==> src/common/gat_defs.svh <==
`ifndef GAT_DEFS_SVH
`define GAT_DEFS_SVH

// ==============================
// Layer sizes
// ==============================

// Rows of W, equal to the input feature count
`define GAT_NUM_FEATURE_IN  8
// Columns of W
`define GAT_NUM_FEATURE_OUT 4
// Source half followed by destination half
`define GAT_A_DEPTH         (2 * `GAT_NUM_FEATURE_OUT)
// W words then a words, 40 in total
`define GAT_WEIGHT_DEPTH    (`GAT_NUM_FEATURE_OUT * `GAT_NUM_FEATURE_IN + `GAT_A_DEPTH)

// ==============================
// Element widths
// ==============================

`define GAT_DATA_W          8
`define GAT_WH_W            20
`define GAT_COEF_W          32
`define GAT_COL_IDX_W       $clog2(`GAT_NUM_FEATURE_IN)
`define GAT_WEIGHT_ADDR_W   $clog2(`GAT_WEIGHT_DEPTH)

`endif

==> src/common/gat_pkg.sv <==
`include "gat_defs.svh"

package gat_pkg;

  // ==============================
  // Element types
  // ==============================

  // Weight, attention and feature element
  typedef logic signed [`GAT_DATA_W-1:0] data_t;

  // One Wh component, sized so a full row cannot overflow
  typedef logic signed [`GAT_WH_W-1:0] wh_t;

  // Source or destination attention score
  typedef logic signed [`GAT_COEF_W-1:0] coef_t;

  // Input feature column, also the row index of W
  typedef logic [`GAT_COL_IDX_W-1:0] col_idx_t;

endpackage

==> src/attention_coef.sv <==
`include "gat_defs.svh"

module attention_coef (
  input  logic           clk,
  input  logic           rst_n,
  input  gat_pkg::data_t a_i [`GAT_A_DEPTH],
  input  logic           wh_vld_i,
  input  gat_pkg::wh_t   wh_i [`GAT_NUM_FEATURE_OUT],
  output logic           coef_vld_o,
  output gat_pkg::coef_t coef_src_o,
  output gat_pkg::coef_t coef_dst_o
);

  import gat_pkg::*;

  coef_t src_sum;
  coef_t dst_sum;
  coef_t src_q;
  coef_t dst_q;
  logic  coef_vld_q;

  // ==============================
  // Dot products
  // ==============================

  // Lower half of a for source, upper half for destination
  always_comb begin
    src_sum = '0;
    dst_sum = '0;
    for (int j = 0; j < `GAT_NUM_FEATURE_OUT; j++) begin
      src_sum = src_sum + coef_t'(a_i[j]) * coef_t'(wh_i[j]);
      dst_sum = dst_sum + coef_t'(a_i[j + `GAT_NUM_FEATURE_OUT]) * coef_t'(wh_i[j]);
    end
  end

  always_ff @(posedge clk or negedge rst_n) begin
    if (!rst_n) begin
      coef_vld_q <= 1'b0;
    end else begin
      coef_vld_q <= wh_vld_i;
    end
  end

  // Scores only change with a new Wh
  always_ff @(posedge clk) begin
    if (wh_vld_i) begin
      src_q <= src_sum;
      dst_q <= dst_sum;
    end
  end

  assign coef_vld_o = coef_vld_q;
  assign coef_src_o = src_q;
  assign coef_dst_o = dst_q;

endmodule

==> config.mk <==
export PLATFORM = sky130hd
export DESIGN_NAME = attention_coef
export DESIGN_NICKNAME = d
export VERILOG_FILES = /design/src/common/gat_pkg.sv /design/src/attention_coef.sv
export VERILOG_INCLUDE_DIRS = /design/src /design/src/common
export SDC_FILE = /design/constraint.sdc
export NUM_CORES = 2
export LEC_CHECK = 0
export BUFFER_PORTS_ARGS = -buffer_cell sky130_fd_sc_hd__buf_2
export CORE_MARGIN = 2
export CORE_UTILIZATION = 38
export CTS_BUF_LIST = sky130_fd_sc_hd__clkbuf_16
export DETAILED_ROUTE_END_ITERATION = 10
export GPL_ROUTABILITY_DRIVEN = 1
export HOLD_SLACK_MARGIN = 0.15
export PLACE_DENSITY_LB_ADDON = 0.05
export SYNTH_ARGS = -nofsm -noshare
export SYNTH_HDL_FRONTEND = slang
export SYNTH_SLANG_ARGS = --single-unit
export TNS_END_PERCENT = 5
==> constraint.sdc <==
create_clock -name clk -period 0.8 [get_ports clk]
set_input_delay 0.16 -clock clk [delete_from_list [all_inputs] [get_ports clk]]
set_output_delay 0.16 -clock clk [all_outputs]
set_load 0.005 [all_outputs]
Word-level counts from Yosys, hierarchy flattened

Cells that the tools add are included.

Logic and storage cells: 17
Bits in registers: 65
Input bits: 147

Multiply operators: 8
Add/subtract/negate cells: 6

Operator list:

| operator                                      | count |
|---|---|
| 8-bit by 20-bit multiplier with 28-bit output | 8 |
| 30-bit by 28-bit adder with 31-bit output     | 2 |
| 29-bit by 28-bit adder with 30-bit output     | 2 |
| 28-bit by 28-bit adder with 29-bit output     | 2 |

Longest topological paths before layout

Depth after elaboration: 4
Depth in mapped cells: 27

Worst setup path before layout

No wires, ideal clock.

Kind: input-to-reg
Start point: in a_i[58] (netlist name)
End point: reg src_q[30], in the netlist coef_src_o[30], data pin
Setup time: 258 ps
Path buffers: 1
Data arrival time: 6758 ps
Setup slack: -6216 ps
Data required time: 542 ps
Stages on the path: 24
Cell sequence: clkbuf_1 nand2_1 fa_1 inv_1 fa_1 inv_1 fa_1 inv_1 fa_1 fa_1 fa_1 fa_1 inv_1 fa_1 inv_1 ha_1 and4_4 a21boi_1 o41a_1 a311o_2 o31a_1 a211oi_2 a21oi_2 xnor2_1

Longest elaborated chain between the ends: 4

Ends and longest elaborated chain:

| what                                          | RTL line             | source |
|---|---|---|
| start: declaration                            | attention_coef.sv:6  | `` input gat_pkg::data_t a_i [`GAT_A_DEPTH], `` |
| 8-bit by 20-bit multiplier with 28-bit output | attention_coef.sv:31 | `src_sum = src_sum + coef_t'(a_i[j]) * coef_t'(wh_i[j]);` |
| 28-bit by 28-bit adder with 29-bit output     | attention_coef.sv:31 |  |
| 29-bit by 28-bit adder with 30-bit output     | attention_coef.sv:31 |  |
| 30-bit by 28-bit adder with 31-bit output     | attention_coef.sv:31 |  |
| named net src_sum[30]                         | attention_coef.sv:16 | `coef_t src_sum;` |
| end signal: assignment                        | attention_coef.sv:47 | `src_q <= src_sum;` |
| end: declaration                              | attention_coef.sv:18 | `coef_t src_q;` |

The timed path passes the listed nets, and every way through them passes these cells.
A chain may end at the register's enable or synchronous reset.

Worst setup path after layout

Start point: in wh_i[67] (netlist name)
End point: reg dst_q[29], in the netlist coef_dst_o[29], data pin

Longest elaborated chain between the ends: 4

Ends and longest elaborated chain:

| what                                          | RTL line             | source |
|---|---|---|
| start: declaration                            | attention_coef.sv:8  | `` input gat_pkg::wh_t wh_i [`GAT_NUM_FEATURE_OUT], `` |
| 8-bit by 20-bit multiplier with 28-bit output | attention_coef.sv:32 | `` dst_sum = dst_sum + coef_t'(a_i[j + `GAT_NUM_FEATURE_OUT]) * coef_t'(wh_i[j]); `` |
| 28-bit by 28-bit adder with 29-bit output     | attention_coef.sv:32 |  |
| 29-bit by 28-bit adder with 30-bit output     | attention_coef.sv:32 |  |
| 30-bit by 28-bit adder with 31-bit output     | attention_coef.sv:32 |  |
| named net dst_sum[29]                         | attention_coef.sv:17 | `coef_t dst_sum;` |
| end signal: assignment                        | attention_coef.sv:48 | `dst_q <= dst_sum;` |
| end: declaration                              | attention_coef.sv:19 | `coef_t dst_q;` |

The timed path passes the listed nets, and every way through them passes these cells.

==> reports/qor.yml <==
worst_pin_slew_ns: 0.472
fmax_ghz: 0.146
drv_slew: 0
fillCellCount: 12200
root_buffer: "clkbuf_16"
coreArea_um2: 123000
dp_hpwl_um: 127000
num_io_pins: 212
synthCells: 4981
avgSynthCellArea_um2: 9.49
ys_ff_latch: 63
yosys_warnings: 0
rsz0062_at_grt: "yes"
cts_buffer_depth: 2
layout_common_cells: "1460 x inv_1, 1341 x fa_1, 713 x nand2_1, 566 x buf_4, 398 x and2_1"
postLayoutSetupSlackWorst_ns: -6.04
area_delta_synth_final_pct: 20.5
outcome: "finished with violations"
grt_start_max_net_pins: 35
start_util_pct: 38.3
nets: 7401
synth_nets: 6770
drv_cap: 0
wl_per_cell_um: 19.7
drt_iter0_markers: 1644
die_w_um: 357
gp_congestion: 0.844
viasPerCell: 4.59
hold_viol: 0
grt_usage_pct: 24.0
layout_commonest_cell: "inv_1"
setup.worst_path.start_class: "primary input"
drtPass1Iterations: 5
vias: 33300
async_flop_share_pct: 1.59
synth-seq-area-share_pct: 3.99
timing.final.crit_share_pct: 854
path_clk_slew_ns: 0.07
synth_edf_count: 62
rows: 129
grt_pass1_vias: 36400
path_max_fanout: 5
slew_headroom_pct: 68.2
die_y_um: 357
ys_types: 55
drive_gt1_share_pct: 18.6
drtAntennaViolNets: 0
grt_overflow_total: 0
cp.arrival_ns: 7.02
cts_sinks: 63
drc_errors: 0
port_buffers: 211
grt_pass1_wl_um: 225000
antenna_found_initial: 9
period_minus_slack_ns: 6.84
wirelength_um: 143000
critPathRequiredTime_ns: 0.98
synth_flop_cell: "edfxtp_1"
cts_tree: "done"
synth_area_um2: 47200
setup-violations-final: 127
critical_path_class: "in2reg"
cp-end-kind: "register"
fin_util_pct: 46.1
cts_max_level: 3
violations: "setup timing"
die-area_um2: 127000
hp-class: "in2reg"
numCtsBuffers: 9
-- cells by family after synthesis --
family	count (synthesis)	synth area share [%]
compound gates	151	2.08
xor+xnor	65	1.20
fa+ha+maj	1642	65.3
buf+inv	1688	13.4
flops	63	3.99
simple gates	1372	14.0
-- sequential cells by signal (all words and copies together), names as in the netlist --
signal and flops:
coef_vld_o 1, coef_dst_o 31, coef_src_o 31
-- stage by stage --
stage | worst slack (ns) | hold WS [ns] | TNS (ns) | std cells | cell area (um2)
2_1_floorplan | -6.05 | -0.136 | -305.61 | 4981 | 47500
3_3_place_gp | -6.89 | -0.0656 | -354.94 | 7216 | 54800
3_5_place_dp | -6.92 | -0.0643 | -355.83 | 7216 | 54800
4_1_cts | -6.01 | 0.180 | -328.99 | 7248 | 56200
5_1_grt | -6.23 | 0.188 | -337.18 | 7256 | 56900
6_report | -6.04 | 0.198 | -324.13 | 7257 | 56900
-- critical path, stage by stage --
cell and delay (ns):
buf_12 0.11, buf_12 0.13, and2_4 0.15, fa_1 0.52, inv_2 0.04, fa_1 0.57, inv_2 0.05, fa_1 0.49
inv_2 0.05, fa_2 0.56, inv_2 0.04, fa_1 0.50, fa_2 0.59, fa_1 0.43, fa_1 0.45, ha_2 0.38
o21a_1 0.15, a21o_1 0.21, a21oi_2 0.09, buf_4 0.16, o31ai_4 0.33, a31oi_2 0.16, buf_4 0.17, o211a_4 0.27
nand2_1 0.13, o311ai_4 0.12
-- final cells by class --
cell class / instances / area [um2] / share of cell area (%)
Antenna cell: 4 / 10.0 / 0.0176
Clock buffer: 9 / 225 / 0.396
Clock inverter: 6 / 30.0 / 0.0527
Inverter: 1478 / 5550 / 9.74
Multi-Input combinational cell: 3230 / 40100 / 70.4
Sequential cell: 63 / 1890 / 3.31
Tap cell: 1637 / 2050 / 3.60
Timing Repair Buffer: 830 / 7090 / 12.5
-- worst paths after layout --
kind	from	to	slack, ns	depth (start not counted)
worst max-delay path	wh_i[67]	coef_dst_o[29]$_DFFE_PP_	-6.04	26
min in group asynchronous	rst_n	coef_vld_o$_DFF_PN0_	0.55	3
max in group asynchronous	rst_n	coef_vld_o$_DFF_PN0_	0.15	3
worst min-delay path	wh_vld_i	coef_dst_o[28]$_DFFE_PP_	0.20	2
-- per-layer routing --
layer / track usage (%) / wire [um] / vias to the layer above
met5: 0 / 0 / -
met4: 4.78 / 3290 / 0
met3: 2.65 / 5700 / 102
met2: 42.3 / 74000 / 596
met1: 32.2 / 60200 / 17400
li1: - / - / 15200
-- what timing repair did --
| action | 4_1_cts | 5_1_grt |
|---|---|---|
| hold endpoints to repair | 2 | 0 |
| hold buffers | 3 | 0 |
| gates cloned | 3 | 1 |
| resized for setup | 257 | 165 |
| pin swaps | 84 | 94 |
| endpoints found under the setup margin | 127 | 128 |
| buffers inserted | 11 | 5 |
-- cells in the mapped netlist, types with 3 or more instances --
cell type | instances | share of area, %
a31oi_1 | 4 | 0.053
xor2_1 | 15 | 0.28
fa_1 | 1372 | 58
a21boi_0 | 3 | 0.048
o211ai_1 | 5 | 0.079
o21bai_1 | 5 | 0.079
edfxtp_1 | 62 | 3.9
ha_1 | 270 | 7.1
nor2_1 | 60 | 0.48
a211o_1 | 3 | 0.056
nand2_1 | 719 | 5.7
a21oi_1 | 41 | 0.43
a21o_1 | 16 | 0.25
clkbuf_1 | 204 | 1.6
nand4_1 | 3 | 0.040
nand3_1 | 12 | 0.13
o21ai_0 | 30 | 0.32
a211oi_1 | 10 | 0.16
a21oi_2 | 3 | 0.056
and2_1 | 420 | 5.6
buf_1 | 4 | 0.032
nand2b_1 | 98 | 1.3
nor2b_1 | 34 | 0.45
inv_1 | 1477 | 12
nor3_1 | 12 | 0.13
xnor2_1 | 50 | 0.93
o21ai_1 | 3 | 0.032
o21a_1 | 8 | 0.13
or3_1 | 3 | 0.040
Power is not shown: default switching activity piles up to over one toggle a cycle in this logic, so the estimate is an artifact.
