**src/common/gat_defs.svh**
```systemverilog
`ifndef GAT_DEFS_SVH
`define GAT_DEFS_SVH

// ==============================
// Layer sizes
// ==============================

// Rows of W, equal to the input feature count
`define GAT_NUM_FEATURE_IN  8
// Columns of W
`define GAT_NUM_FEATURE_OUT 4
// Source half followed by destination half
`define GAT_A_DEPTH         (2 * `GAT_NUM_FEATURE_OUT)
// W words then a words, 40 in total
`define GAT_WEIGHT_DEPTH    (`GAT_NUM_FEATURE_OUT * `GAT_NUM_FEATURE_IN + `GAT_A_DEPTH)

// ==============================
// Element widths
// ==============================

`define GAT_DATA_W          8
`define GAT_WH_W            20
`define GAT_COEF_W          32
`define GAT_COL_IDX_W       $clog2(`GAT_NUM_FEATURE_IN)
`define GAT_WEIGHT_ADDR_W   $clog2(`GAT_WEIGHT_DEPTH)

`endif

```
**src/common/gat_pkg.sv**
```systemverilog
`include "gat_defs.svh"

package gat_pkg;

  // ==============================
  // Element types
  // ==============================

  // Weight, attention and feature element
  typedef logic signed [`GAT_DATA_W-1:0] data_t;

  // One Wh component, sized so a full row cannot overflow
  typedef logic signed [`GAT_WH_W-1:0] wh_t;

  // Source or destination attention score
  typedef logic signed [`GAT_COEF_W-1:0] coef_t;

  // Input feature column, also the row index of W
  typedef logic [`GAT_COL_IDX_W-1:0] col_idx_t;

endpackage

```
**src/wh_multiplier.sv**
```systemverilog
`include "gat_defs.svh"

module wh_multiplier (
  input  logic              clk,
  input  logic              rst_n,
  input  gat_pkg::data_t    wgt_i [`GAT_NUM_FEATURE_OUT][`GAT_NUM_FEATURE_IN],
  input  logic              h_vld_i,
  input  gat_pkg::data_t    h_val_i,
  input  gat_pkg::col_idx_t h_col_i,
  input  logic              h_last_i,
  output logic              wh_vld_o,
  output gat_pkg::wh_t      wh_o [`GAT_NUM_FEATURE_OUT]
);

  import gat_pkg::*;

  localparam int PROD_W = 2 * `GAT_DATA_W;

  logic signed [PROD_W-1:0] prod [`GAT_NUM_FEATURE_OUT];
  wh_t                      sum [`GAT_NUM_FEATURE_OUT];
  wh_t                      acc_q [`GAT_NUM_FEATURE_OUT];
  wh_t                      wh_q [`GAT_NUM_FEATURE_OUT];
  logic                     wh_vld_q;

  // ==============================
  // Sparse entry update
  // ==============================

  // One W row picked by the column index, all outputs in parallel
  always_comb begin
    for (int c = 0; c < `GAT_NUM_FEATURE_OUT; c++) begin
      prod[c] = h_val_i * wgt_i[c][h_col_i];
      sum[c]  = acc_q[c] + wh_t'(prod[c]);
    end
  end

  always_ff @(posedge clk or negedge rst_n) begin
    if (!rst_n) begin
      wh_vld_q <= 1'b0;
      for (int c = 0; c < `GAT_NUM_FEATURE_OUT; c++) begin
        acc_q[c] <= '0;
        wh_q[c]  <= '0;
      end
    end else begin
      wh_vld_q <= h_vld_i && h_last_i;
      if (h_vld_i) begin
        for (int c = 0; c < `GAT_NUM_FEATURE_OUT; c++) begin
          if (h_last_i) begin
            // Row done, next entry starts from zero
            wh_q[c]  <= sum[c];
            acc_q[c] <= '0;
          end else begin
            acc_q[c] <= sum[c];
          end
        end
      end
    end
  end

  assign wh_vld_o = wh_vld_q;
  assign wh_o     = wh_q;

endmodule

```
**config.mk**
```make
export PLATFORM = sky130hd
export DESIGN_NAME = wh_multiplier
export DESIGN_NICKNAME = d
export VERILOG_FILES = /design/src/common/gat_pkg.sv /design/src/wh_multiplier.sv
export VERILOG_INCLUDE_DIRS = /design/src /design/src/common
export SDC_FILE = /design/constraint.sdc
export NUM_CORES = 1
export LEC_CHECK = 0
export BUFFER_PORTS_ARGS = -buffer_cell sky130_fd_sc_hd__buf_2
export CORE_AREA = 4 4 191 193
export CTS_CLUSTER_DIAMETER = 50
export CTS_CLUSTER_SIZE = 25
export DETAILED_ROUTE_END_ITERATION = 16
export DIE_AREA = 0 0 195 197
export PLACE_DENSITY = 0.95
export SLEW_MARGIN = 5
export SYNTH_ARGS = -nofsm -noshare
export SYNTH_HDL_FRONTEND = slang
export SYNTH_SLANG_ARGS = --single-unit
```
**constraint.sdc**
```tcl
create_clock -name clk -period 8.8 [get_ports clk]
set_clock_uncertainty 0.05 [all_clocks]
set_input_delay 0.88 -clock clk [delete_from_list [all_inputs] [get_ports clk]]
set_output_delay 0.88 -clock clk [all_outputs]
set_load 0.03 [all_outputs]
```
* Word-level counts from Yosys, hierarchy flattened
Cells that the tools add are included.
Word-level totals: register bits after elaboration 161, bits in latches 0, RAM bits 0, bits in read-only memories 0, input bits 271, output and inout bits 81, logic and storage cells 37, memories kept 0
Operators by class: add/sub/neg operators 4, $mul 4, div/mod/pow operators 0, $lt $le $gt $ge 1, equality and inequality tests 0, shift-type cells 0, muxes and demuxes 16, bitwise operators 1, reductions and logical operators 2
Operator list (count):
- 8-bit binary-select mux with 3-bit select | 4
- 20-bit by 16-bit adder with 20-bit output | 4
- 20-bit two-way mux | 4
- 8-bit by 8-bit multiplier with 16-bit output | 4
- 8-bit two-way mux | 8
- 4-bit >= comparator (second input constant) | 1
- 3-bit inverter with 4-bit output | 1
- 2-bit AND reduction | 1
- 1-bit logical AND | 1

* Depth between registers and ports, before layout
word-level depth 7, gate-level depth with buffers 24, mapped depth without buffers 22

* Least setup slack after synthesis
No wires, ideal clock.
kind input to register, start input port h_col_i[1], end register wh_q, in the netlist wh_o[17], arrival 6500 ps, path slack 2117 ps, stages on the path 20, path buffers 2, cells stage by stage buf_2 buf_1 mux4_2 mux2_2 and2_1 inv_1 fa_1 inv_1 fa_1 fa_1 fa_1 fa_1 ha_1 a21o_1 a21oi_1 a211oi_1 o32ai_1 o21ai_0 xnor2_1 o21ai_0
Between the ends: word-level cells in the longest chain between the ends 6
RTL lines:
- from (decl) | line wh_multiplier.sv:9 | input gat_pkg::col_idx_t h_col_i,
- 3-bit inverter with 4-bit output (implied by the code) | line wh_multiplier.sv:32 | prod[c] = h_val_i * wgt_i[c][h_col_i];
- 8-bit binary-select mux with 3-bit select | line wh_multiplier.sv:32
- 8-bit two-way mux (implied by the code) (2 in a row) | line wh_multiplier.sv:32
- 8-bit by 8-bit multiplier with 16-bit output | line wh_multiplier.sv:32
- 20-bit by 16-bit adder with 20-bit output | line wh_multiplier.sv:33 | sum[c] = acc_q[c] + wh_t'(prod[c]);
- to (signal, indexed assignment) | line wh_multiplier.sv:50 | wh_q[c] <= sum[c];
- to (decl) | line wh_multiplier.sv:22 | wh_t wh_q [`GAT_NUM_FEATURE_OUT];
No other way between the ends. The select of a mux whose other input is x is not followed. A chain may end at the register's enable or synchronous reset.

* Worst setup path after layout
start input port h_col_i[0], end register wh_q, in the netlist wh_o[17]
The elaborated chain is that of the path after synthesis.

==> summary.md <==
| Metric | Value |
|---|---|
| DRT Wirelength | `64.84 mm` |
| Worst-Skew Late Latency | `0.46 ns` |
| Final setup violation count | `0` |
| Wire per inst | `22.88 um` |
| Row count | `68` |
| Max Root-Sink Buffers | `2` |
| Number of global-route vias before repair | `19561` |
| CP endpoint kind | `register` |
| Delay-heaviest family, CP | `adder cells` |
| Final Hold Vio Count | `0` |
| Die area | `38420 um2` |
| CTS tree | `built` |
| Resized Gates After CTS | `0` |
| Place WS | `1.129 ns` |
| Vert. Die Dim | `197 um` |
| Placed instance area | `24210 um2` |
| CP required | `9.06 ns` |
| Crit path buf inv count | `3` |
| Setup tns final | `0 ns` |
| Number of primary I/O pins | `352` |
| Sink Count | `161` |
| Crit-path max cell delay | `0.59 ns` |
| CP Launch Type | `input port` |
| Placer congestion estimate | `0.9623` |
| # DRC | `0` |
| Max frequency | `138.2 MHz` |
| Syn Area/Cell | `10.78 um2` |
| Crit Path Category | `input port to register` |
| Max-cap violations | `0` |
| Initial Util | `63.89%` |
| Synth Warn # | `0` |
| Largest net degree at the start of global routing | `89` |
| Most frequent cell on the critical path | `fa_1` |
| Vias per inst | `6.053` |
| Area Overhead vs Synth | `12.60%` |
| Max-slew headroom | `33.18%` |
| Status | `finished clean` |
| Cells after Synth | `2048` |
| Antenna violations before repair | `10` |
| Sequential cell area fraction in the yosys report | `18.25%` |
| Seq cells post-synth | `161` |
| Cts bufs inserted | `17` |
| Max H-tree Level | `4` |
| Slowest library cell on the worst path | `mux4_2` |
| Grt ovf | `0` |
| Mapped Nets | `2855` |
| Final WS setup | `1.566 ns` |
| Drt pass-1 iters | `7` |
| Layout cell share with drive strength beyond 1 | `23.39%` |
| Die span in x | `195 um` |
| Final HPWL DP | `50.59 mm` |
| RSZ-0062 raised after global routing | `no` |
| CP cell instances | `buf_4, mux4_2, mux2_2, and2_1, inv_1, fa_1, inv_1, fa_1, fa_1, fa_1, fa_1, ha_1, a21o_1, a21oi_1, a211oi_1, o32ai_1, o21ai_0, xnor2_1, o21ai_0` |
| Async SR Flop Fraction | `100.0%` |
| Post-synthesis cell area | `22070 um2` |
| Post-synth EDFFs | `0` |
| Tmin final | `7.234 ns` |
| Worst-Margin Slew | `1.002 ns` |
| Cell area after layout | `24850 um2` |
| Final hold slack | `0.4297 ns` |
| Arrival time of the worst setup path | `7.49 ns` |
| GRT Total Usage | `34.49%` |
| Iteration-0 DRC Markers | `1240` |
| Max-slew violations | `0` |
| Unique cell type count in the Yosys netlist | `58` |
| CTS Hold Buffers Added | `0` |
| Ys flop type | `dfrtp_1` |
| Reg clk slew, reported paths | `0.07 ns` |
| Input/output buffers | `351` |
| Hold Path Class | `register to register` |
| First-pass GRT wire length | `103.7 mm` |
| Final worst path period share | `82.20%` |
| Worst-path maximum fanout | `29` |
| Reg2reg setup slack | `3.52 ns` |
| Core Area | `34540 um2` |
| Total number of vias | `17155` |
| Post CTS Setup Buffer Count | `0` |
| Nets | `3163` |
| Post-route ant nets | `0` |
| Clock root buffer | `clkbuf_16` |
[layout by cell type (no fill, tap or decap), types with 10 or more instances in the layout]
| cell | count |
|---|---|
| xor2_1 | 30 |
| a21oi_1 | 38 |
| nor2b_1 | 149 |
| fa_1 | 352 |
| a21o_1 | 17 |
| nand3_1 | 18 |
| and2_1 | 18 |
| nand2_1 | 137 |
| mux4_2 | 64 |
| inv_1 | 365 |
| diode_2 | 10 |
| o22ai_1 | 10 |
| mux2i_4 | 10 |
| xnor2_1 | 58 |
| dfrtp_1 | 161 |
| o21ai_0 | 82 |
| buf_4 | 15 |
| nor2_1 | 51 |
| buf_2 | 349 |
| a31o_2 | 11 |
| mux2_2 | 34 |
| clkbuf_16 | 17 |
| nand2b_1 | 35 |
| mux2i_2 | 14 |
| ha_1 | 184 |
| o2bb2ai_1 | 36 |
[worst paths after layout]
path / startpoint / end / cells past startpoint
max in group asynchronous: rst_n / wh_o[63]$_DFFE_PN0P_ / 2
min in group asynchronous: rst_n / wh_o[56]$_DFFE_PN0P_ / 1
setup reg to reg: acc_q[6]$_DFFE_PN0P_ / wh_o[17]$_DFFE_PN0P_ / 15
hold / removal: wh_o[45]$_DFFE_PN0P_ / wh_o[45]$_DFFE_PN0P_ / 2
hold reg to reg: wh_o[45]$_DFFE_PN0P_ / wh_o[45]$_DFFE_PN0P_ / 2
setup / recovery: h_col_i[0] / wh_o[17]$_DFFE_PN0P_ / 19
[routing by layer]
layer  track usage, %  part of all wire (%)  routed length [um]
met4            18.57                   6.8                4416
met2            60.85                    51               33170
met3            7.590                   7.7                4991
met5                0                 0.020                  13
met1            39.41                    34               22250
[worst min-delay path: cells and delay by family, from the launching register on]
| family | cells | cell delay (ns) |
|---|---|---|
| AND/OR/NAND/NOR | 1 | 0.04 |
| AO/OA/AOI/OAI | 1 | 0.06 |
| flip-flops | 1 | 0.34 |
[cells in the mapped netlist, types with 11 or more instances]
cell type / count / area, um2
nand2b_1: 35 / 219.0
o2bb2ai_1: 36 / 315.3
nor2b_1: 149 / 932.1
nor2_1: 51 / 191.4
nand2_1: 138 / 518.0
dfrtp_1: 161 / 4029
clkbuf_1: 56 / 210.2
inv_1: 365 / 1370
ha_1: 184 / 2302
mux2i_2: 14 / 192.7
a31o_2: 11 / 96.34
a21o_1: 17 / 127.6
nand3_1: 18 / 90.09
xor2_1: 30 / 262.8
xnor2_1: 58 / 508.0
and2_1: 18 / 112.6
o21ai_0: 82 / 410.4
mux4_2: 64 / 1441
a21oi_1: 38 / 190.2
fa_1: 352 / 7047
mux2_2: 34 / 382.9
[final cells by class]
class	count	area (um2)
antenna	10	25.02
clock buffer	17	425.4
clock inverter	15	190.2
fill	2406	9691
inverter	368	1381
multi-input combinational	1442	16340
sequential	161	4029
tap	455	569.3
timing repair buffer	366	1891
[sequential cells by signal, summed over array words and instances, names as in the netlist]
name	count
wh_o	80
wh_vld_o	1
acc_q	80
[cells by family after synthesis]
| logic type | count (synthesis) | synth area share, % |
|---|---|---|
| flip-flops | 161 | 18.25 |
| XOR/XNOR | 88 | 3.492 |
| multiplexers | 127 | 10.41 |
| AND/OR/NAND/NOR | 439 | 10.22 |
| buffers and inverters | 445 | 7.738 |
| AO/OA/AOI/OAI | 252 | 7.528 |
| adder cells (fa/ha/maj) | 536 | 42.36 |
[metrics by stage]
step	util, %	cells
floorplan	-	2048
global placement	70.09	2792
detailed placement	70.09	2792
CTS	71.87	2824
global route	71.90	2828
finish	71.95	2834
Power is not shown: default switching activity piles up to over one toggle a cycle in this logic, so the estimate is an artifact.
