==> src/common/gat_defs.svh <==
`ifndef GAT_DEFS_SVH
`define GAT_DEFS_SVH

// ==============================
// Layer sizes
// ==============================

// Rows of W, equal to the input feature count
`define GAT_NUM_FEATURE_IN  8
// Columns of W
`define GAT_NUM_FEATURE_OUT 4
// Source half followed by destination half
`define GAT_A_DEPTH         (2 * `GAT_NUM_FEATURE_OUT)
// W words then a words, 40 in total
`define GAT_WEIGHT_DEPTH    (`GAT_NUM_FEATURE_OUT * `GAT_NUM_FEATURE_IN + `GAT_A_DEPTH)

// ==============================
// Element widths
// ==============================

`define GAT_DATA_W          8
`define GAT_WH_W            20
`define GAT_COEF_W          32
`define GAT_COL_IDX_W       $clog2(`GAT_NUM_FEATURE_IN)
`define GAT_WEIGHT_ADDR_W   $clog2(`GAT_WEIGHT_DEPTH)

`endif

==> src/common/gat_pkg.sv <==
`include "gat_defs.svh"

package gat_pkg;

  // ==============================
  // Element types
  // ==============================

  // Weight, attention and feature element
  typedef logic signed [`GAT_DATA_W-1:0] data_t;

  // One Wh component, sized so a full row cannot overflow
  typedef logic signed [`GAT_WH_W-1:0] wh_t;

  // Source or destination attention score
  typedef logic signed [`GAT_COEF_W-1:0] coef_t;

  // Input feature column, also the row index of W
  typedef logic [`GAT_COL_IDX_W-1:0] col_idx_t;

endpackage

==> src/weight_bram.sv <==
`include "gat_defs.svh"

module weight_bram (
  input  logic                          clk,
  input  logic                          wr_en_i,
  input  logic [`GAT_WEIGHT_ADDR_W-1:0] wr_addr_i,
  input  gat_pkg::data_t                wr_data_i,
  input  logic [`GAT_WEIGHT_ADDR_W-1:0] rd_addr_i,
  output gat_pkg::data_t                rd_data_o
);

  import gat_pkg::*;

  // W column by column, then a
  data_t mem [`GAT_WEIGHT_DEPTH];

  // Load port from the outside
  always_ff @(posedge clk) begin
    if (wr_en_i) begin
      mem[wr_addr_i] <= wr_data_i;
    end
  end

  // Registered read, data one cycle after the address
  always_ff @(posedge clk) begin
    rd_data_o <= mem[rd_addr_i];
  end

endmodule

==> config.mk <==
export PLATFORM = sky130hd
export DESIGN_NAME = weight_bram
export DESIGN_NICKNAME = d
export VERILOG_FILES = /design/src/common/gat_pkg.sv /design/src/weight_bram.sv
export VERILOG_INCLUDE_DIRS = /design/src /design/src/common
export SDC_FILE = /design/constraint.sdc
export NUM_CORES = 1
export LEC_CHECK = 0
export ABC_CLOCK_PERIOD_IN_PS = 6090
export BUFFER_PORTS_ARGS = -buffer_cell sky130_fd_sc_hd__buf_2
export CORE_ASPECT_RATIO = 0.6
export CORE_MARGIN = 8
export CORE_UTILIZATION = 25
export DETAILED_ROUTE_END_ITERATION = 16
export GPL_ROUTABILITY_DRIVEN = 0
export MAX_ROUTING_LAYER = met4
export PLACE_DENSITY = 0.35
export SLEW_MARGIN = 20
export SYNTH_ARGS = -nofsm -noshare
export SYNTH_HDL_FRONTEND = slang
export SYNTH_SLANG_ARGS = --single-unit
==> constraint.sdc <==
create_clock -name clk -period 6.09 [get_ports clk]
set_input_delay 1.827 -clock clk [delete_from_list [all_inputs] [get_ports clk]]
set_output_delay 1.827 -clock clk [all_outputs]
set_load 0.02 [all_outputs]
# ---- Yosys cells after proc, flatten, opt, wreduce, memory -nomap -nowiden
# Memory sizes are Yosys's and may differ from the RTL's. A register that Yosys moved wholly into a read port is not among the register bits.
# Index checks and enable logic that the tools add are counted.
# Widths: inputs -> output; s select.
dict set report totals {
  regBits 0
  output_inout_bits 8
  ramBits 320
  word_cells 3
  memories 1
  inputBits 22
}
# name words width rd rd_clocked_by_memory_dff write_ports line_no
set memory_table {}
lappend memory_table {mem 40 8 1 1 1 weight_bram.sv:15} ;# data_t mem [`GAT_WEIGHT_DEPTH];
dict set report classes {
  muxes 2
}
# operator n
set ops {}
lappend ops {{$mux 1} 2}

# ---- Depth between registers and ports, before layout
# Gate-level depths: netlist of the first run.
dict set report logic_depth {
  ltp_word 2
  depth_mapped 7
  ltp_nobuf 5
}

# ---- Least setup slack after synthesis of the first run
# No wires, ideal clock.
dict set report synth_path {
  path_kind {input-to-reg}
  start {input port wr_addr_i[5]}
  end {memory mem[16][0] (netlist name) (enable)}
  setup_slack_ps 2797
  setup_time_ps 383
  arrival_time_ps 2909
  cell_stages 3
  path_buffers 0
  required_ps 5707
  path_cell_list {nor4bb_1 > nand2b_1 > nor3_1}
}
# element line_no
set synth_rtl {}
lappend synth_rtl {{from (decl)} weight_bram.sv:6} ;# input logic [`GAT_WEIGHT_ADDR_W-1:0] wr_addr_i,
lappend synth_rtl {{to (decl)} weight_bram.sv:15}
# No word-level cell before the write port.

==> results of run 1 <==
layout make-up:
type / count / share of cell area, %
tap: 693 / 5.84
timing repair buffer: 39 / 1.54
clock buffer: 43 / 6.39
sequential: 328 / 65.8
clock inverter: 17 / 0.480
multi-input combinational: 327 / 19.9
critical path, stage by stage:
cell and delay [ns]:
buf_2 0.42, nor2b_2 0.96, buf_4 0.37, a22oi_1 0.12
a21oi_1 0.41, o41ai_2 0.10
path summary, 6_finish.rpt:
check / startpoint / to / slack (ns) / cells past startpoint
setup / recovery: rd_addr_i[1] / rd_data_o[0]$_DFF_P_ / 2.21 / 6
hold / removal: mem[38][7]$_DFFE_PP_ / rd_data_o[7]$_DFF_P_ / 0.82 / 4
setup reg to reg: mem[11][0]$_DFFE_PP_ / rd_data_o[0]$_DFF_P_ / 4.32 / 5
hold reg to reg: mem[38][7]$_DFFE_PP_ / rd_data_o[7]$_DFF_P_ / 0.82 / 4
power by group through the flow:
stage	clock (mW)	combinational, mW	sequential, mW
6_report	1.95	0.273	2.51
5_1_grt	2.09	0.292	2.51
4_1_cts	2.01	0.278	2.51
3_5_place_dp	0	0.278	2.56
3_3_place_gp	0	0.274	2.56
2_1_floorplan	0	0.150	2.56
logic make-up after synthesis:
logic type / count (synthesis) / share of synthesized area [%]
AOI/OAI and AO/OA: 96 / 6.59
buffers and inverters: 41 / 2.18
DFF: 328 / 75.2
muxes: 152 / 13.3
and+or+nand+nor: 79 / 2.73
registers in the layout, summed over array words and instances (netlist names):
register   flops
mem          320
rd_data_o      8
routing by layer:
metal / track usage [%] / routed length (µm)
met1: 18.7 / 19100
met4: 2.24 / 497
met5: - / 0
met3: 2.63 / 1790
met2: 16.2 / 13900
metrics by stage:
| step | util [%] | hold WS, ns | std cells | total power [mW] | setup slack, ns |
|---|---|---|---|---|---|
| after floorplan | - | 0.751 | 696 | 2.71 | 2.80 |
| after global placement | 27.0 | 0.828 | 1386 | 2.83 | 1.53 |
| after detailed placement | 27.0 | 0.815 | 1387 | 2.83 | 1.71 |
| after global routing | 29.0 | 0.876 | 1447 | 4.90 | 2.15 |
| after CTS | 29.0 | 0.841 | 1447 | 4.80 | 2.26 |
| final | 29.0 | 0.818 | 1447 | 4.73 | 2.21 |
cell usage in the layout (no fill, tap or decap), types with 2 or more instances in the layout:
master	Yosys	layout
mux2_2	8	8
o41ai_2	8	8
nand3_1	4	4
o22ai_1	8	8
buf_2	6	28
mux2i_1	128	128
mux4_2	16	16
a221oi_2	12	12
clkinv_1	0	13
a22oi_1	32	32
nand2b_1	5	5
a21oi_1	16	16
clkbuf_16	0	37
a221oi_1	4	4
dfxtp_1	8	8
nand2_1	15	15
buf_4	11	10
a22o_1	16	16
clkbuf_1	13	6
nor2_1	41	40
nor3_2	0	2
nor2b_2	0	2
edfxtp_1	320	320
clkinv_2	0	3
nor2b_1	5	3
==> impl_metrics.yaml, run 1 <==
run_status:
  status: "complete, no violations"
pwr:
  leakage_nw: 4.85
  clkPwrFrac_pct: 41.2
  combinationalPowerShare_pct: 5.8
  p_int_mw: 3.68
  p_sw_mw: 1.05
  switching_share_pct: 22.2
  powerDensity_mw_per_mm2: 319
  pwr-share-seq_pct: 53.1
  peakVddDrop_v: 0.000165
clocking:
  cts.sink_count: 328
  cts_setup_buffers: 0
  post_cts_resized: 0
  cts_tree: "done"
  clockRootBuffer: "clkbuf_16"
  cts-htree-levels: 2
  ctsHoldBuffers: 0
  insertion_delay_ns: 0.52
  cts_buffers: 35
  cts_max_path_buffers: 3
  clkTransAtPathRegs_ns: 0.06
detailed_routing:
  drt_pass1_iterations: 5
  viasPerCell: 4.49
  ant_nets: 0
  drc_errors: 0
  wirelength_um: 35400
  vias: 6493
  drt_iter0_drc: 551
  routedWlPerCell_um: 24.4
global_route:
  grt_max_degree: 71
  grt-ovfl-total: 0
  grt_antenna_before_repair: 0
  grt_pass1_wl_um: 50200
  globalRouteTotalUtil_pct: 12.2
  grt_pass1_vias: 6659
job:
  max_cap_viol_count: 0
logic_synthesis:
  yosysTopAreaCellShare_pct: 74.0
  ys_top_cells_by_area: "edfxtp_1 74%, mux2i_1 9.9%, mux4_2 2.8%"
  ys_top_cells_by_count: "320 x edfxtp_1, 128 x mux2i_1, 41 x nor2_1, 32 x a22oi_1"
  async_flop_share_pct: 0
  synth.most_common_cell: "edfxtp_1"
  ys_seq_elements: 328
  synth_top_flop_cell: "edfxtp_1"
  synth_edf_count: 320
  syn_inst: 696
  synth_nets: 718
  yosysSeqAreaShare_pct: 75.2
  yosys_warnings: 0
  synth_area_mm2: 0.0130
  syn_avg_cell_area_um2: 18.7
  synth_top_area_cell: "edfxtp_1"
  ys_types: 32
final_layout:
  drive_above_1_share_pct: 17.5
  final_nets: 753
  syn_to_final_growth_pct: 14.3
  multi_input_area_mm2: 0.00296
  seqCellArea_mm2: 0.00977
  fin_area_mm2: 0.0148
  diodes: 0
  fill_cells: 5031
sta:
  rsz0062_at_grt: "no"
  maxSlewHeadroom_pct: 27.0
  setup_viol: 0
  tns_ns: 0
  max_freq_mhz: 258
  tightest_slew_ns: 1.09
  post-route-period-util_pct: 63.7
  hold_violations: 0
  finalCriticalPeriod_ns: 3.88
  fin_skew_ns: 0.0104
  drv_slew: 0
die:
  rows: 64
  die_h_um: 193
  die_area_mm2: 0.0598
  io-pin-count: 30
  start_util_pct: 25.4
  core_mm2: 0.0512
  die_w_um: 310
placed_design:
  dpl_cell_area_mm2: 0.0138
  dp_hpwl_um: 23400
  io_buffers: 29
worst_setup_path:
  crit_path_max_fanout: 20
  crit_path_start_kind: "primary input"
  cp_data_required_time_ns: 6.47
  endpoint_kind: "register"
  crit_type: "primary input to register"
  crit_arrival_ns: 4.26
worst_hold_path:
  hold_path_class: "register to register"
(Power assumes the default switching activity.)
==> run 2: changes to the inputs <==
--- a/config.mk
+++ b/config.mk
@@ -6,7 +6,7 @@
 export SDC_FILE = /design/constraint.sdc
 export NUM_CORES = 1
 export LEC_CHECK = 0
-export ABC_CLOCK_PERIOD_IN_PS = 6090
+export ABC_CLOCK_PERIOD_IN_PS = 3250
 export BUFFER_PORTS_ARGS = -buffer_cell sky130_fd_sc_hd__buf_2
 export CORE_ASPECT_RATIO = 0.6
 export CORE_MARGIN = 8
@@ -14,7 +14,7 @@
 export DETAILED_ROUTE_END_ITERATION = 16
 export GPL_ROUTABILITY_DRIVEN = 0
 export MAX_ROUTING_LAYER = met4
-export PLACE_DENSITY = 0.35
+export PLACE_DENSITY = 0.36
 export SLEW_MARGIN = 20
 export SYNTH_ARGS = -nofsm -noshare
 export SYNTH_HDL_FRONTEND = slang
==> constraint.sdc (replaced) <==
create_clock -name clk -period 3.25 [get_ports clk]
set_input_delay 0.975 -clock clk [delete_from_list [all_inputs] [get_ports clk]]
set_output_delay 0.975 -clock clk [all_outputs]
set_load 0.02 [all_outputs]
==> run 2 against run 1 <==
Effect of this change: worst hold slack better by 0.019 ns; clock power is 93% higher; flip-flop and latch count stayed put; clock skew is 0.0049 ns higher; global-route usage is 0.71 points higher; combinational power is 100% higher; utilization is 1.0 points higher; setup slack worse by 1.6 ns; register-to-register slack worse by 2.9 ns; largest cell class unchanged.
==> impl_metrics.yaml, run 2 (synthesized netlist as in run 1, its figures left out) <==
die:
  die_w_um: 310
  io-pin-count: 30
  core_mm2: 0.0512
  die_h_um: 193
  rows: 64
  die_area_mm2: 0.0598
  start_util_pct: 25.4
worst_setup_path:
  cp_data_required_time_ns: 3.63
  endpoint_kind: "register"
  cp_cell_sequence: "buf_2, buf_4, nor2b_2, buf_12, a22o_1, a221oi_2, o22ai_1, o41ai_2"
  crit_path_max_fanout: 32
  slowest_delay_ns: 0.59
  crit_path_start_kind: "primary input"
  critical_path.slowest_cell: "o22ai_1"
  crit_type: "primary input to register"
  crit_arrival_ns: 3.00
final_layout:
  diodes: 0
  final_nets: 806
  final_common_cell: "edfxtp_1"
  seqCellArea_mm2: 0.00977
  syn_to_final_growth_pct: 18.2
  largestRegisters: "mem: 320 flops, rd_data_o: 8 flops"
  drive_above_1_share_pct: 23.0
  fill_cells: 5004
  stdcell_count: 1500
  mostFrequentLayoutCells: "320 x edfxtp_1, 128 x mux2i_1, 56 x buf_4"
  top_register: "mem"
  largest_reg_flops: 320
  multi_input_area_mm2: 0.00295
detailed_routing:
  drt_pass1_iterations: 5
  viasPerCell: 4.48
  drt_iter0_drc: 588
  drc_errors: 0
  vias: 6718
  ant_nets: 0
  wirelength_um: 37500
  routedWlPerCell_um: 25.0
placed_design:
  io_buffers: 29
  dp_hpwl_um: 25100
  place_inst: 1441
run_status:
  status: "complete, no violations"
sta:
  hold_violations: 0
  max_freq_mhz: 382
  rsz0062_at_grt: "no"
  post-route-period-util_pct: 80.5
  setup_viol: 0
  drv_slew: 0
  maxSlewHeadroom_pct: 36.2
  tns_ns: 0
  tightest_slew_ns: 0.958
  fin_skew_ns: 0.0153
  finalCriticalPeriod_ns: 2.62
clocking:
  clockRootBuffer: "clkbuf_16"
  post_cts_resized: 0
  clkTransAtPathRegs_ns: 0.06
  cts_buffers: 34
  cts-htree-levels: 2
  cts_tree: "done"
  cts_setup_buffers: 0
  ctsHoldBuffers: 0
  insertion_delay_ns: 0.53
  cts.sink_count: 328
  cts_max_path_buffers: 3
pwr:
  peakVddDrop_v: 0.000263
  powerDensity_mw_per_mm2: 586
  leakage_nw: 5.18
global_route:
  grt-ovfl-total: 0
  grt_antenna_before_repair: 0
  globalRouteTotalUtil_pct: 12.9
  grt_pass1_vias: 6966
  grt_max_degree: 41
  grt_pass1_wl_um: 53000
worst_hold_path:
  hold_path_class: "register to register"
job:
  max_cap_viol_count: 0
[run 2: cell count changes in the layout (fill, tap and decap cells not counted), sizes merged]
cell,change
bufinv,+2
clkinv,-4
inv,+1
buf,+54
[run 2: metrics by stage]
stage	utilization (%)	area [µm²]	total power, mW	setup slack [ns]	hold slack [ns]
2_1_floorplan	-	13000	5.07	0.809	0.751
3_3_place_gp	28.0	14300	5.34	0.119	0.819
3_5_place_dp	28.0	14300	5.35	0.137	0.827
4_1_cts	30.0	15400	9.12	0.692	0.840
5_1_grt	30.0	15400	9.30	0.619	0.880
6_report	30.0	15400	9.00	0.633	0.837
[run 2: worst max-delay path: cells and delay by family]
| kind | cells | cell delay, ns |
|---|---|---|
| AOI/OAI and AO/OA | 4 | 1.02 |
| and+or+nand+nor | 1 | 0.21 |
| buffers and inverters | 3 | 0.76 |
[run 2: final timing paths]
| path | from | endpoint | slack, ns | depth (start not counted) |
|---|---|---|---|---|
| worst min register to register | mem[38][0]$_DFFE_PP_ | rd_data_o[0]$_DFF_P_ | 0.84 | 4 |
| worst max-delay path | rd_addr_i[1] | rd_data_o[1]$_DFF_P_ | 0.63 | 8 |
| worst min-delay path | mem[38][0]$_DFFE_PP_ | rd_data_o[0]$_DFF_P_ | 0.84 | 4 |
| worst max register to register | mem[11][1]$_DFFE_PP_ | rd_data_o[1]$_DFF_P_ | 1.43 | 5 |
[run 2: power breakdown]
group          internal [mW]  leakage, nW  switching [mW]
Sequential              4.68         2.95          0.0188
Clock                   2.13        0.504            1.63
Combinational          0.186         1.73           0.360
[run 2: cell type report]
class | count | area share (%)
clock inverters | 16 | 0.831
well taps | 693 | 5.65
clock buffers | 43 | 5.90
flip-flops and latches | 328 | 63.6
repair buffers | 93 | 4.78
multi-input cells | 327 | 19.2
[run 2: routing by layer]
metal  share of wire (%)  track usage (%)  wire (µm)  vias up
li1                    -                -          -     2991
met1                  54             19.9      20100     3505
met2                  40             17.2      14900      175
met3                 4.9             2.47       1820       47
met4                 1.6             2.51        610        0
met5                   0                -          0        -
