`config.mk`:
```
export PLATFORM = sky130hd
export DESIGN_NAME = weight_scheduler
export DESIGN_NICKNAME = d
export VERILOG_FILES = /design/src/common/gat_pkg.sv /design/src/scheduler/weight_scheduler.sv
export VERILOG_INCLUDE_DIRS = /design/src /design/src/common
export SDC_FILE = /design/constraint.sdc
export NUM_CORES = 1
export LEC_CHECK = 0
export BUFFER_PORTS_ARGS = -buffer_cell sky130_fd_sc_hd__clkbuf_2
export CORE_MARGIN = 8
export CORE_UTILIZATION = 53
export CTS_CLUSTER_SIZE = 24
export DETAILED_ROUTE_END_ITERATION = 16
export GPL_TIMING_DRIVEN = 1
export PLACE_DENSITY = 0.91
export SYNTH_ARGS = -nofsm -noshare
export SYNTH_HDL_FRONTEND = slang
export SYNTH_SLANG_ARGS = --single-unit
export TNS_END_PERCENT = 1
```
`constraint.sdc`:
```
create_clock -name clk -period 2 [get_ports clk]
set_input_delay 0.2 -clock clk [delete_from_list [all_inputs] [get_ports clk]]
set_output_delay 0.2 -clock clk [all_outputs]
set_load 0.03 [all_outputs]
```
`src/common/gat_defs.svh`:
```
`ifndef GAT_DEFS_SVH
`define GAT_DEFS_SVH

// ==============================
// Layer sizes
// ==============================

// Rows of W, equal to the input feature count
`define GAT_NUM_FEATURE_IN  8
// Columns of W
`define GAT_NUM_FEATURE_OUT 4
// Source half followed by destination half
`define GAT_A_DEPTH         (2 * `GAT_NUM_FEATURE_OUT)
// W words then a words, 40 in total
`define GAT_WEIGHT_DEPTH    (`GAT_NUM_FEATURE_OUT * `GAT_NUM_FEATURE_IN + `GAT_A_DEPTH)

// ==============================
// Element widths
// ==============================

`define GAT_DATA_W          8
`define GAT_WH_W            20
`define GAT_COEF_W          32
`define GAT_COL_IDX_W       $clog2(`GAT_NUM_FEATURE_IN)
`define GAT_WEIGHT_ADDR_W   $clog2(`GAT_WEIGHT_DEPTH)

`endif

```
`src/common/gat_pkg.sv`:
```
`include "gat_defs.svh"

package gat_pkg;

  // ==============================
  // Element types
  // ==============================

  // Weight, attention and feature element
  typedef logic signed [`GAT_DATA_W-1:0] data_t;

  // One Wh component, sized so a full row cannot overflow
  typedef logic signed [`GAT_WH_W-1:0] wh_t;

  // Source or destination attention score
  typedef logic signed [`GAT_COEF_W-1:0] coef_t;

  // Input feature column, also the row index of W
  typedef logic [`GAT_COL_IDX_W-1:0] col_idx_t;

endpackage

```
`src/scheduler/weight_scheduler.sv`:
```
`include "gat_defs.svh"

module weight_scheduler (
  input  logic                          clk,
  input  logic                          rst_n,
  input  logic                          w_vld_i,
  output logic                          w_rdy_o,
  input  gat_pkg::data_t                bram_dout_i,
  output logic [`GAT_WEIGHT_ADDR_W-1:0] bram_addr_o,
  output gat_pkg::data_t                wgt_o [`GAT_NUM_FEATURE_OUT][`GAT_NUM_FEATURE_IN],
  output gat_pkg::data_t                a_o [`GAT_A_DEPTH]
);

  import gat_pkg::*;

  localparam int ADDR_W  = `GAT_WEIGHT_ADDR_W;
  localparam int COL_W   = $clog2(`GAT_NUM_FEATURE_OUT);
  localparam int A_CNT_W = $clog2(`GAT_A_DEPTH) + 1;

  localparam logic [ADDR_W-1:0]  ADDR_LAST = ADDR_W'(`GAT_WEIGHT_DEPTH - 1);
  localparam col_idx_t           ROW_LAST  = col_idx_t'(`GAT_NUM_FEATURE_IN - 1);
  localparam logic [COL_W-1:0]   COL_LAST  = COL_W'(`GAT_NUM_FEATURE_OUT - 1);
  localparam logic [A_CNT_W-1:0] A_FULL    = A_CNT_W'(`GAT_A_DEPTH);

  logic [ADDR_W-1:0]  addr_q;
  logic               vld_q;
  col_idx_t           row_q;
  logic [COL_W-1:0]   col_q;
  logic               w_done_q;
  logic [A_CNT_W-1:0] a_idx_q;
  logic               w_rdy_q;
  logic               w_cap;
  logic               a_cap;
  data_t              wgt_q [`GAT_NUM_FEATURE_OUT][`GAT_NUM_FEATURE_IN];
  data_t              a_q [`GAT_A_DEPTH];

  // ==============================
  // Read address
  // ==============================

  // Stops at the last word, repeated reads there are ignored
  always_ff @(posedge clk or negedge rst_n) begin
    if (!rst_n) begin
      addr_q <= '0;
      vld_q  <= 1'b0;
    end else begin
      vld_q <= w_vld_i;
      if (w_vld_i && (addr_q != ADDR_LAST)) begin
        addr_q <= addr_q + 1'b1;
      end
    end
  end

  // ==============================
  // Slot counters
  // ==============================

  // Returning word goes to W first, then to a
  assign w_cap = vld_q && !w_done_q;
  assign a_cap = vld_q && w_done_q && (a_idx_q != A_FULL);

  // Row runs fastest to match the column-major layout
  always_ff @(posedge clk or negedge rst_n) begin
    if (!rst_n) begin
      row_q    <= '0;
      col_q    <= '0;
      w_done_q <= 1'b0;
      a_idx_q  <= '0;
    end else begin
      if (w_cap) begin
        if (row_q == ROW_LAST) begin
          row_q <= '0;
          if (col_q == COL_LAST) begin
            col_q    <= '0;
            w_done_q <= 1'b1;
          end else begin
            col_q <= col_q + 1'b1;
          end
        end else begin
          row_q <= row_q + 1'b1;
        end
      end
      if (a_cap) begin
        a_idx_q <= a_idx_q + 1'b1;
      end
    end
  end

  // ==============================
  // Register arrays
  // ==============================

  always_ff @(posedge clk or negedge rst_n) begin
    if (!rst_n) begin
      for (int c = 0; c < `GAT_NUM_FEATURE_OUT; c++) begin
        for (int r = 0; r < `GAT_NUM_FEATURE_IN; r++) begin
          wgt_q[c][r] <= '0;
        end
      end
      for (int j = 0; j < `GAT_A_DEPTH; j++) begin
        a_q[j] <= '0;
      end
    end else begin
      if (w_cap) begin
        wgt_q[col_q][row_q] <= bram_dout_i;
      end
      if (a_cap) begin
        a_q[a_idx_q[A_CNT_W-2:0]] <= bram_dout_i;
      end
    end
  end

  // Sticky until reset
  always_ff @(posedge clk or negedge rst_n) begin
    if (!rst_n) begin
      w_rdy_q <= 1'b0;
    end else if (w_done_q && (a_idx_q == A_FULL)) begin
      w_rdy_q <= 1'b1;
    end
  end

  assign bram_addr_o = addr_q;
  assign w_rdy_o     = w_rdy_q;
  assign wgt_o       = wgt_q;
  assign a_o         = a_q;

endmodule

```
Word level (Yosys, flattened, before mapping)
Index checks and enable logic that the tools add are counted.

word-level totals
  flip-flop bits (word level) = 338
  bits of input ports = 11

operators by class
  $add $sub $neg = 4
  order comparisons = 6
  equal/unequal tests = 5
  muxes and demuxes = 10
  bitwise gates (word level) = 3
  reduce and logical (&&, ||, !) cells = 11

operators by type and width
  operator                                                     count
  bitwise mux 256 bit                                          1
  demux 64 bit (select 2 bit)                                  1
  bitwise mux 64 bit                                           1
  2-to-1 mux 64 bit                                            1
  demux 8 bit (select 3 bit)                                   2
  2-to-1 mux 8 bit                                             2
  greater-or-equal comparator 4 bit (second input constant)    2
  logical AND 1 bit                                            8
  less-than comparator 4 x 1 -> 1 bit (second input constant)  2
  NOT 3 -> 4 bit                                               2
  adder 6 x 1 -> 6 bit (second input constant)                 1
  != test 6 bit (second input constant)                        1
  adder 4 x 1 -> 4 bit (second input constant)                 1
  == test 4 bit (second input constant)                        1
  != test 4 bit (second input constant)                        1
  adder 3 x 1 -> 3 bit (second input constant)                 1
  == test 3 bit (second input constant)                        1
  greater-or-equal comparator 3 bit (second input constant)    1
  less-than comparator 3 x 1 -> 1 bit (second input constant)  1
  2-to-1 mux 3 bit                                             1
  NOT 2 -> 3 bit                                               1
  AND reduction 3 bit                                          1
  adder 2 x 1 -> 2 bit (second input constant)                 1
  == test 2 bit (second input constant)                        1
  3 further kinds                                              3

Longest topological paths before layout
  depth in word-level cells = 8
  depth in mapped cells = 6
  mapped depth without buffers = 5

Worst setup path before layout
Ideal clock, no wire load.

  path kind = register to register
  start = register row_q[2]
  end = register wgt_q (netlist bit wgt_o[40])
  arrival time = 1.678 ns
  required time = 1.875 ns
  setup slack = 0.197 ns
  stages on the path, launching flop included = 6
  cell sequence = dfrtp_1 clkbuf_1 or4b_1 buf_2 nor2_8 mux2_2

on the way
  cells in the longest elaborated chain, start to end = 8

RTL lines
  item                                                                                                            line                     text
  start: declaration                                                                                              weight_scheduler.sv:27   col_idx_t row_q;
  start signal: assignment                                                                                        weight_scheduler.sv:80   row_q <= row_q + 1'b1;
  NOT 3 -> 4 bit (not written as such) (*)                                                                        weight_scheduler.sv:105  wgt_q[col_q][row_q] <= bram_dout_i;
  greater-or-equal comparator 4 bit (not written as such) or less-than comparator 4 x 1 -> 1 bit (tied branches)  weight_scheduler.sv:105
  logical AND 1 bit (not written as such)                                                                         weight_scheduler.sv:105
  2-to-1 mux 8 bit (not written as such)                                                                          weight_scheduler.sv:105
  demux 8 bit (select 3 bit) (*)                                                                                  weight_scheduler.sv:105
  2-to-1 mux 64 bit (not written as such) (*)                                                                     weight_scheduler.sv:105
  demux 64 bit (select 2 bit) (*)                                                                                 weight_scheduler.sv:105
  bitwise mux 256 bit (*)                                                                                         weight_scheduler.sv:105
  end signal: indexed assignment                                                                                  weight_scheduler.sv:105
  end: declaration                                                                                                weight_scheduler.sv:34   data_t wgt_q [`GAT_NUM_FEATURE_OUT][`GAT_NUM_FEATURE_IN];

Mark *: on every way between the ends. The rest lies on a longest branch, timed or not.
A chain may end at the register's enable or synchronous reset.

Worst setup path after layout
  start = register w_done_q
  end = register a_q (netlist bit a_o[59])

on the way
  cells in the longest elaborated chain, start to end = 2

RTL lines
  item                            line                     text
  start: declaration              weight_scheduler.sv:29   logic w_done_q;
  start signal: assignment        weight_scheduler.sv:67   w_done_q <= 1'b0;
  start signal: assignment        weight_scheduler.sv:75   w_done_q <= 1'b1;
  logical AND 1 bit (2 in a row)  weight_scheduler.sv:60   assign a_cap = vld_q && w_done_q && (a_idx_q != A_FULL);
  end signal: indexed assignment  weight_scheduler.sv:108  a_q[a_idx_q[A_CNT_W-2:0]] <= bram_dout_i;
  end: declaration                weight_scheduler.sv:35   data_t a_q [`GAT_A_DEPTH];

No other way between the ends.

==> results summary <==
The flow ran to the end, and the final reports show no timing, DRC or antenna violations. TritonCTS built the clock tree. The detailed-route vias per instance is approximately 5.4. After clock tree synthesis, the clock-pin slew on the worst setup and hold paths is 0.06 ns.

The overall overflow remaining after global route came out at 0. Leaving out fill and tap cells, the most frequent cell in the layout is sky130_fd_sc_hd__dfrtp_1. The number of setup violations in the final report came out at 0.

The worst setup path is captured at a flop. The H-tree level count is 2. The worst setup path is launched from a flop. Cells with a size suffix above 1 make up 64.1% of the layout. The detailed-route via count came out at 8,353. CTS saw approximately 340 sinks. The area occupied by registers came out at roughly 8500 µm². The clock reaches the later pin of the worst-skew pair after 0.50 ns. The minimum setup slack in the final design came out at between 0.015 and 0.02 ns. The worst voltage drop across the vdd grid came out at 1350 µV. The final critical-path share of the clock period came out at 99.2%. The post-synthesis register bit count came out at 338. In this run the clock root is driven by a sky130_fd_sc_hd__clkbuf_16. The number of diodes came out at 0. The half-perimeter wire length after placement came out at 25,000 µm. The final hold slack came out at 0.239 ns. The proportion of synthesized flip-flops having asynchronous set or reset came out at 100%.

The total non-filler cell area in the finished layout came out at 16,700 µm². Compared with the post-synthesis result, the final layout area differs by 27.1%. For this run, design rule violations remaining after detail routing come to 0. The buffering stage count on the worst path with inverters included is 1. At the pin with the least slew margin, the transition time is 0.692 ns. Walking the worst path, the cells encountered are buf_4 -> nor2b_1 -> nand3_1 -> mux2_2. The global-route usage over all layers is 23.8%. The met3 routed wirelength came out at about 2600 µm. Sequential cells were found to cover ~64% of the synthesized design area. Once the clock tree was built, the setup fixing pass inserted 0 buffers. The number of clock buffers added by TritonCTS is 36. The tightest min-delay check is of the primary input to asynchronous set/reset pin type. The multi-input gate area in the final layout is 4480 µm². The instance count of the mapped netlist came out at 819.

At the worst endpoint, the required time is 2.38 ns. The post-route antenna net violation count is 0. A synthesized cell averages 16.0 µm². The count of unique library cells instantiated by Yosys came out at 36. The area of the die is 30,100 µm². The net count reported at finish is approximately 1,200. The iteration count of the initial detailed-routing pass came out at 4.

The number of antenna violations at the first check in global routing came out at 0. The max-slew violation count came out at 0. Summing all placed instances gives a cell area of 15,500 µm².

At the worst endpoint, the arrival time is 2.36 ns. Prior to clock tree synthesis, the placed netlist has a worst setup slack of 0.0458 ns. Among all flip-flop cells after synthesis, the most frequent one is sky130_fd_sc_hd__dfrtp_1.

The fill cell instance count of the final layout is 1,635. The number of enable flip-flop cells after synthesis came out at 0. The core region is 24,300 µm². For this run, the number of Yosys warnings is 0. Derived from the worst setup path, the maximum achievable clock frequency is roughly 0.50 GHz. Summed over all cells, the static leakage comes to 0.00838 µW.

The max-cap violation count is 0. The first global-routing pass estimated 56,400 µm of wire. The average wire per cell in the routed design came out at approximately 23 µm. The largest clock skew in the final design came out at 0.0116 ns. The post-route minimum period is between 1.5 and 2 ns.

The cell area power density came out at 1860 nW/µm². By startpoint and endpoint, the worst setup path is classified as flop to flop. The count of endpoints failing hold in the final timing report is 0.

The post-route met1 wirelength came out at 14,200 µm. The pin count of the biggest net entering global routing is 63. Routability-driven placement finished with a final weighted congestion of between 0.7 and 0.8. Along the worst path, the maximum fanout reaches 16. The effective utilization at floorplan is 54.0%.

Signal routing reaches up to met4. The headroom to the max-slew limit is between 50% and 60%. The post-synth net total came out at 839.

The summed negative setup slack over all endpoints is 0 ns. The vertical extent of the die is 173 µm. Setup repair after global routing could not meet its margin everywhere. The post-synthesis instance area is 13,100 µm². The die span in x is between 150 and 200 µm. The largest delay contributor family on the critical path is simple AND/OR/NAND/NOR gates. The slowest stage of the critical path is the sky130_fd_sc_hd__nand3_1 cell.

The I/O pin count came out at ~340. The number of global-route vias before repair came to approximately 9,400. The top cell types in the final layout, fill and taps aside, are sky130_fd_sc_hd__dfrtp_1, sky130_fd_sc_hd__clkbuf_2, sky130_fd_sc_hd__mux2_2, sky130_fd_sc_hd__clkbuf_16, sky130_fd_sc_hd__buf_4. The number of buffers on the longest clock path came out at 3.

For this run, the slowest stage of the critical path takes 0.48 ns. The sum of met2 wire segment lengths after detailed routing is between 15,000 and 20,000 µm. The total number of placement rows is 57. The total routed wirelength came out at between 30,000 and 40,000 µm. The detailed router's first-iteration violation count is 516. The number of port buffers came out at 337.
where the power goes:
group          switching (µW)  internal [µW]  total, µW  leakage (µW)
Clock                    2610           3970       6570      0.000579
Combinational            8700           4400      13100       0.00358
Sequential               1790           9640      11400       0.00422
Total                   13100          18000      31100       0.00838
metrics by stage:
stage / cells / total power (µW) / utilization (%)
2_1_floorplan: 819 / 20000 / -
3_3_place_gp: 1477 / 24200 / 63.7
3_5_place_dp: 1477 / 24700 / 63.7
4_1_cts: 1542 / 31400 / 68.6
5_1_grt: 1542 / 32500 / 68.6
6_report: 1542 / 31100 / 68.6
layer usage:
metal  up-vias  GRT usage (%)
met2       313           40.3
met1      4346           28.4
met3        70           6.58
met4         0           9.31
met5         -              0
li1       3624              -
registers in the layout, summed over array words and instances (netlist names):
name / count
a_o: 64
a_idx_q: 4
col_q: 2
wgt_o: 256
vld_q: 1
w_done_q: 1
bram_addr_o: 6
row_q: 3
w_rdy_o: 1
Yosys cell counts (all sizes together), types with 2 or more instances:
master	count	area [µm²]
nand4b	3	38.8
a21oi	2	10.0
nor2b	8	50.1
buf	11	55.1
o21ai	2	10.0
inv	5	18.8
xor2	2	17.5
dfrtp	338	8460
nand4bb	3	33.8
xnor2	3	26.3
clkbuf	36	135
nand3	5	25.0
nor3b	4	45.1
and3	3	18.8
nand3b	2	15.0
a31o	2	17.5
nand2	22	82.6
and4bb	3	37.5
ha	9	113
nor2	19	150
mux2	327	3680
timing repair:
item                       CTS  global route
hold endpoints to repair    53             0
gates resized for setup      0             3
hold buffers                 2             0
setup endpoints to repair    0            38
worst register-to-register path: stages (launching register included):
cell and delay, ns:
sky130_fd_sc_hd__dfrtp_1 0.34, sky130_fd_sc_hd__buf_4 0.20, sky130_fd_sc_hd__nor2b_1 0.43, sky130_fd_sc_hd__nand3_1 0.48, sky130_fd_sc_hd__mux2_2 0.43
cell families after synthesis:
| kind of cell | count (synthesis) | share of synthesized area (%) |
|---|---|---|
| flip-flops | 338 | 64.4 |
| adder cells (fa/ha/maj) | 9 | 0.857 |
| XOR/XNOR | 5 | 0.333 |
| AO/OA/AOI/OAI | 9 | 0.495 |
| multiplexers | 327 | 28.0 |
| buffers and inverters | 52 | 1.59 |
| AND/OR/NAND/NOR | 79 | 4.31 |
area by class of cell:
type                            count  share of cell area (%)
Clock buffer                       50                    6.14
Clock inverter                     13                   0.877
Inverter                            5                   0.112
Multi-Input combinational cell    429                    26.8
Sequential cell                   338                    50.7
Tap cell                          324                    2.43
Timing Repair Buffer              383                    12.9
final timing paths:
check	startpoint	end	slack, ns	cells after the start
setup / recovery	w_done_q$_DFFE_PN0P_	a_o[59]$_DFFE_PN0P_	0.02	4
hold / removal	rst_n	wgt_o[65]$_DFFE_PN0P_	0.24	2
setup reg to reg	w_done_q$_DFFE_PN0P_	a_o[59]$_DFFE_PN0P_	0.02	4
hold reg to reg	w_rdy_o$_DFFE_PN0P_	w_rdy_o$_DFFE_PN0P_	0.48	1
max in group asynchronous	rst_n	a_o[11]$_DFFE_PN0P_	1.00	3
min in group clk	bram_dout_i[1]	wgt_o[113]$_DFFE_PN0P_	0.24	2
Note: power is estimated with default switching activity, not from simulation.
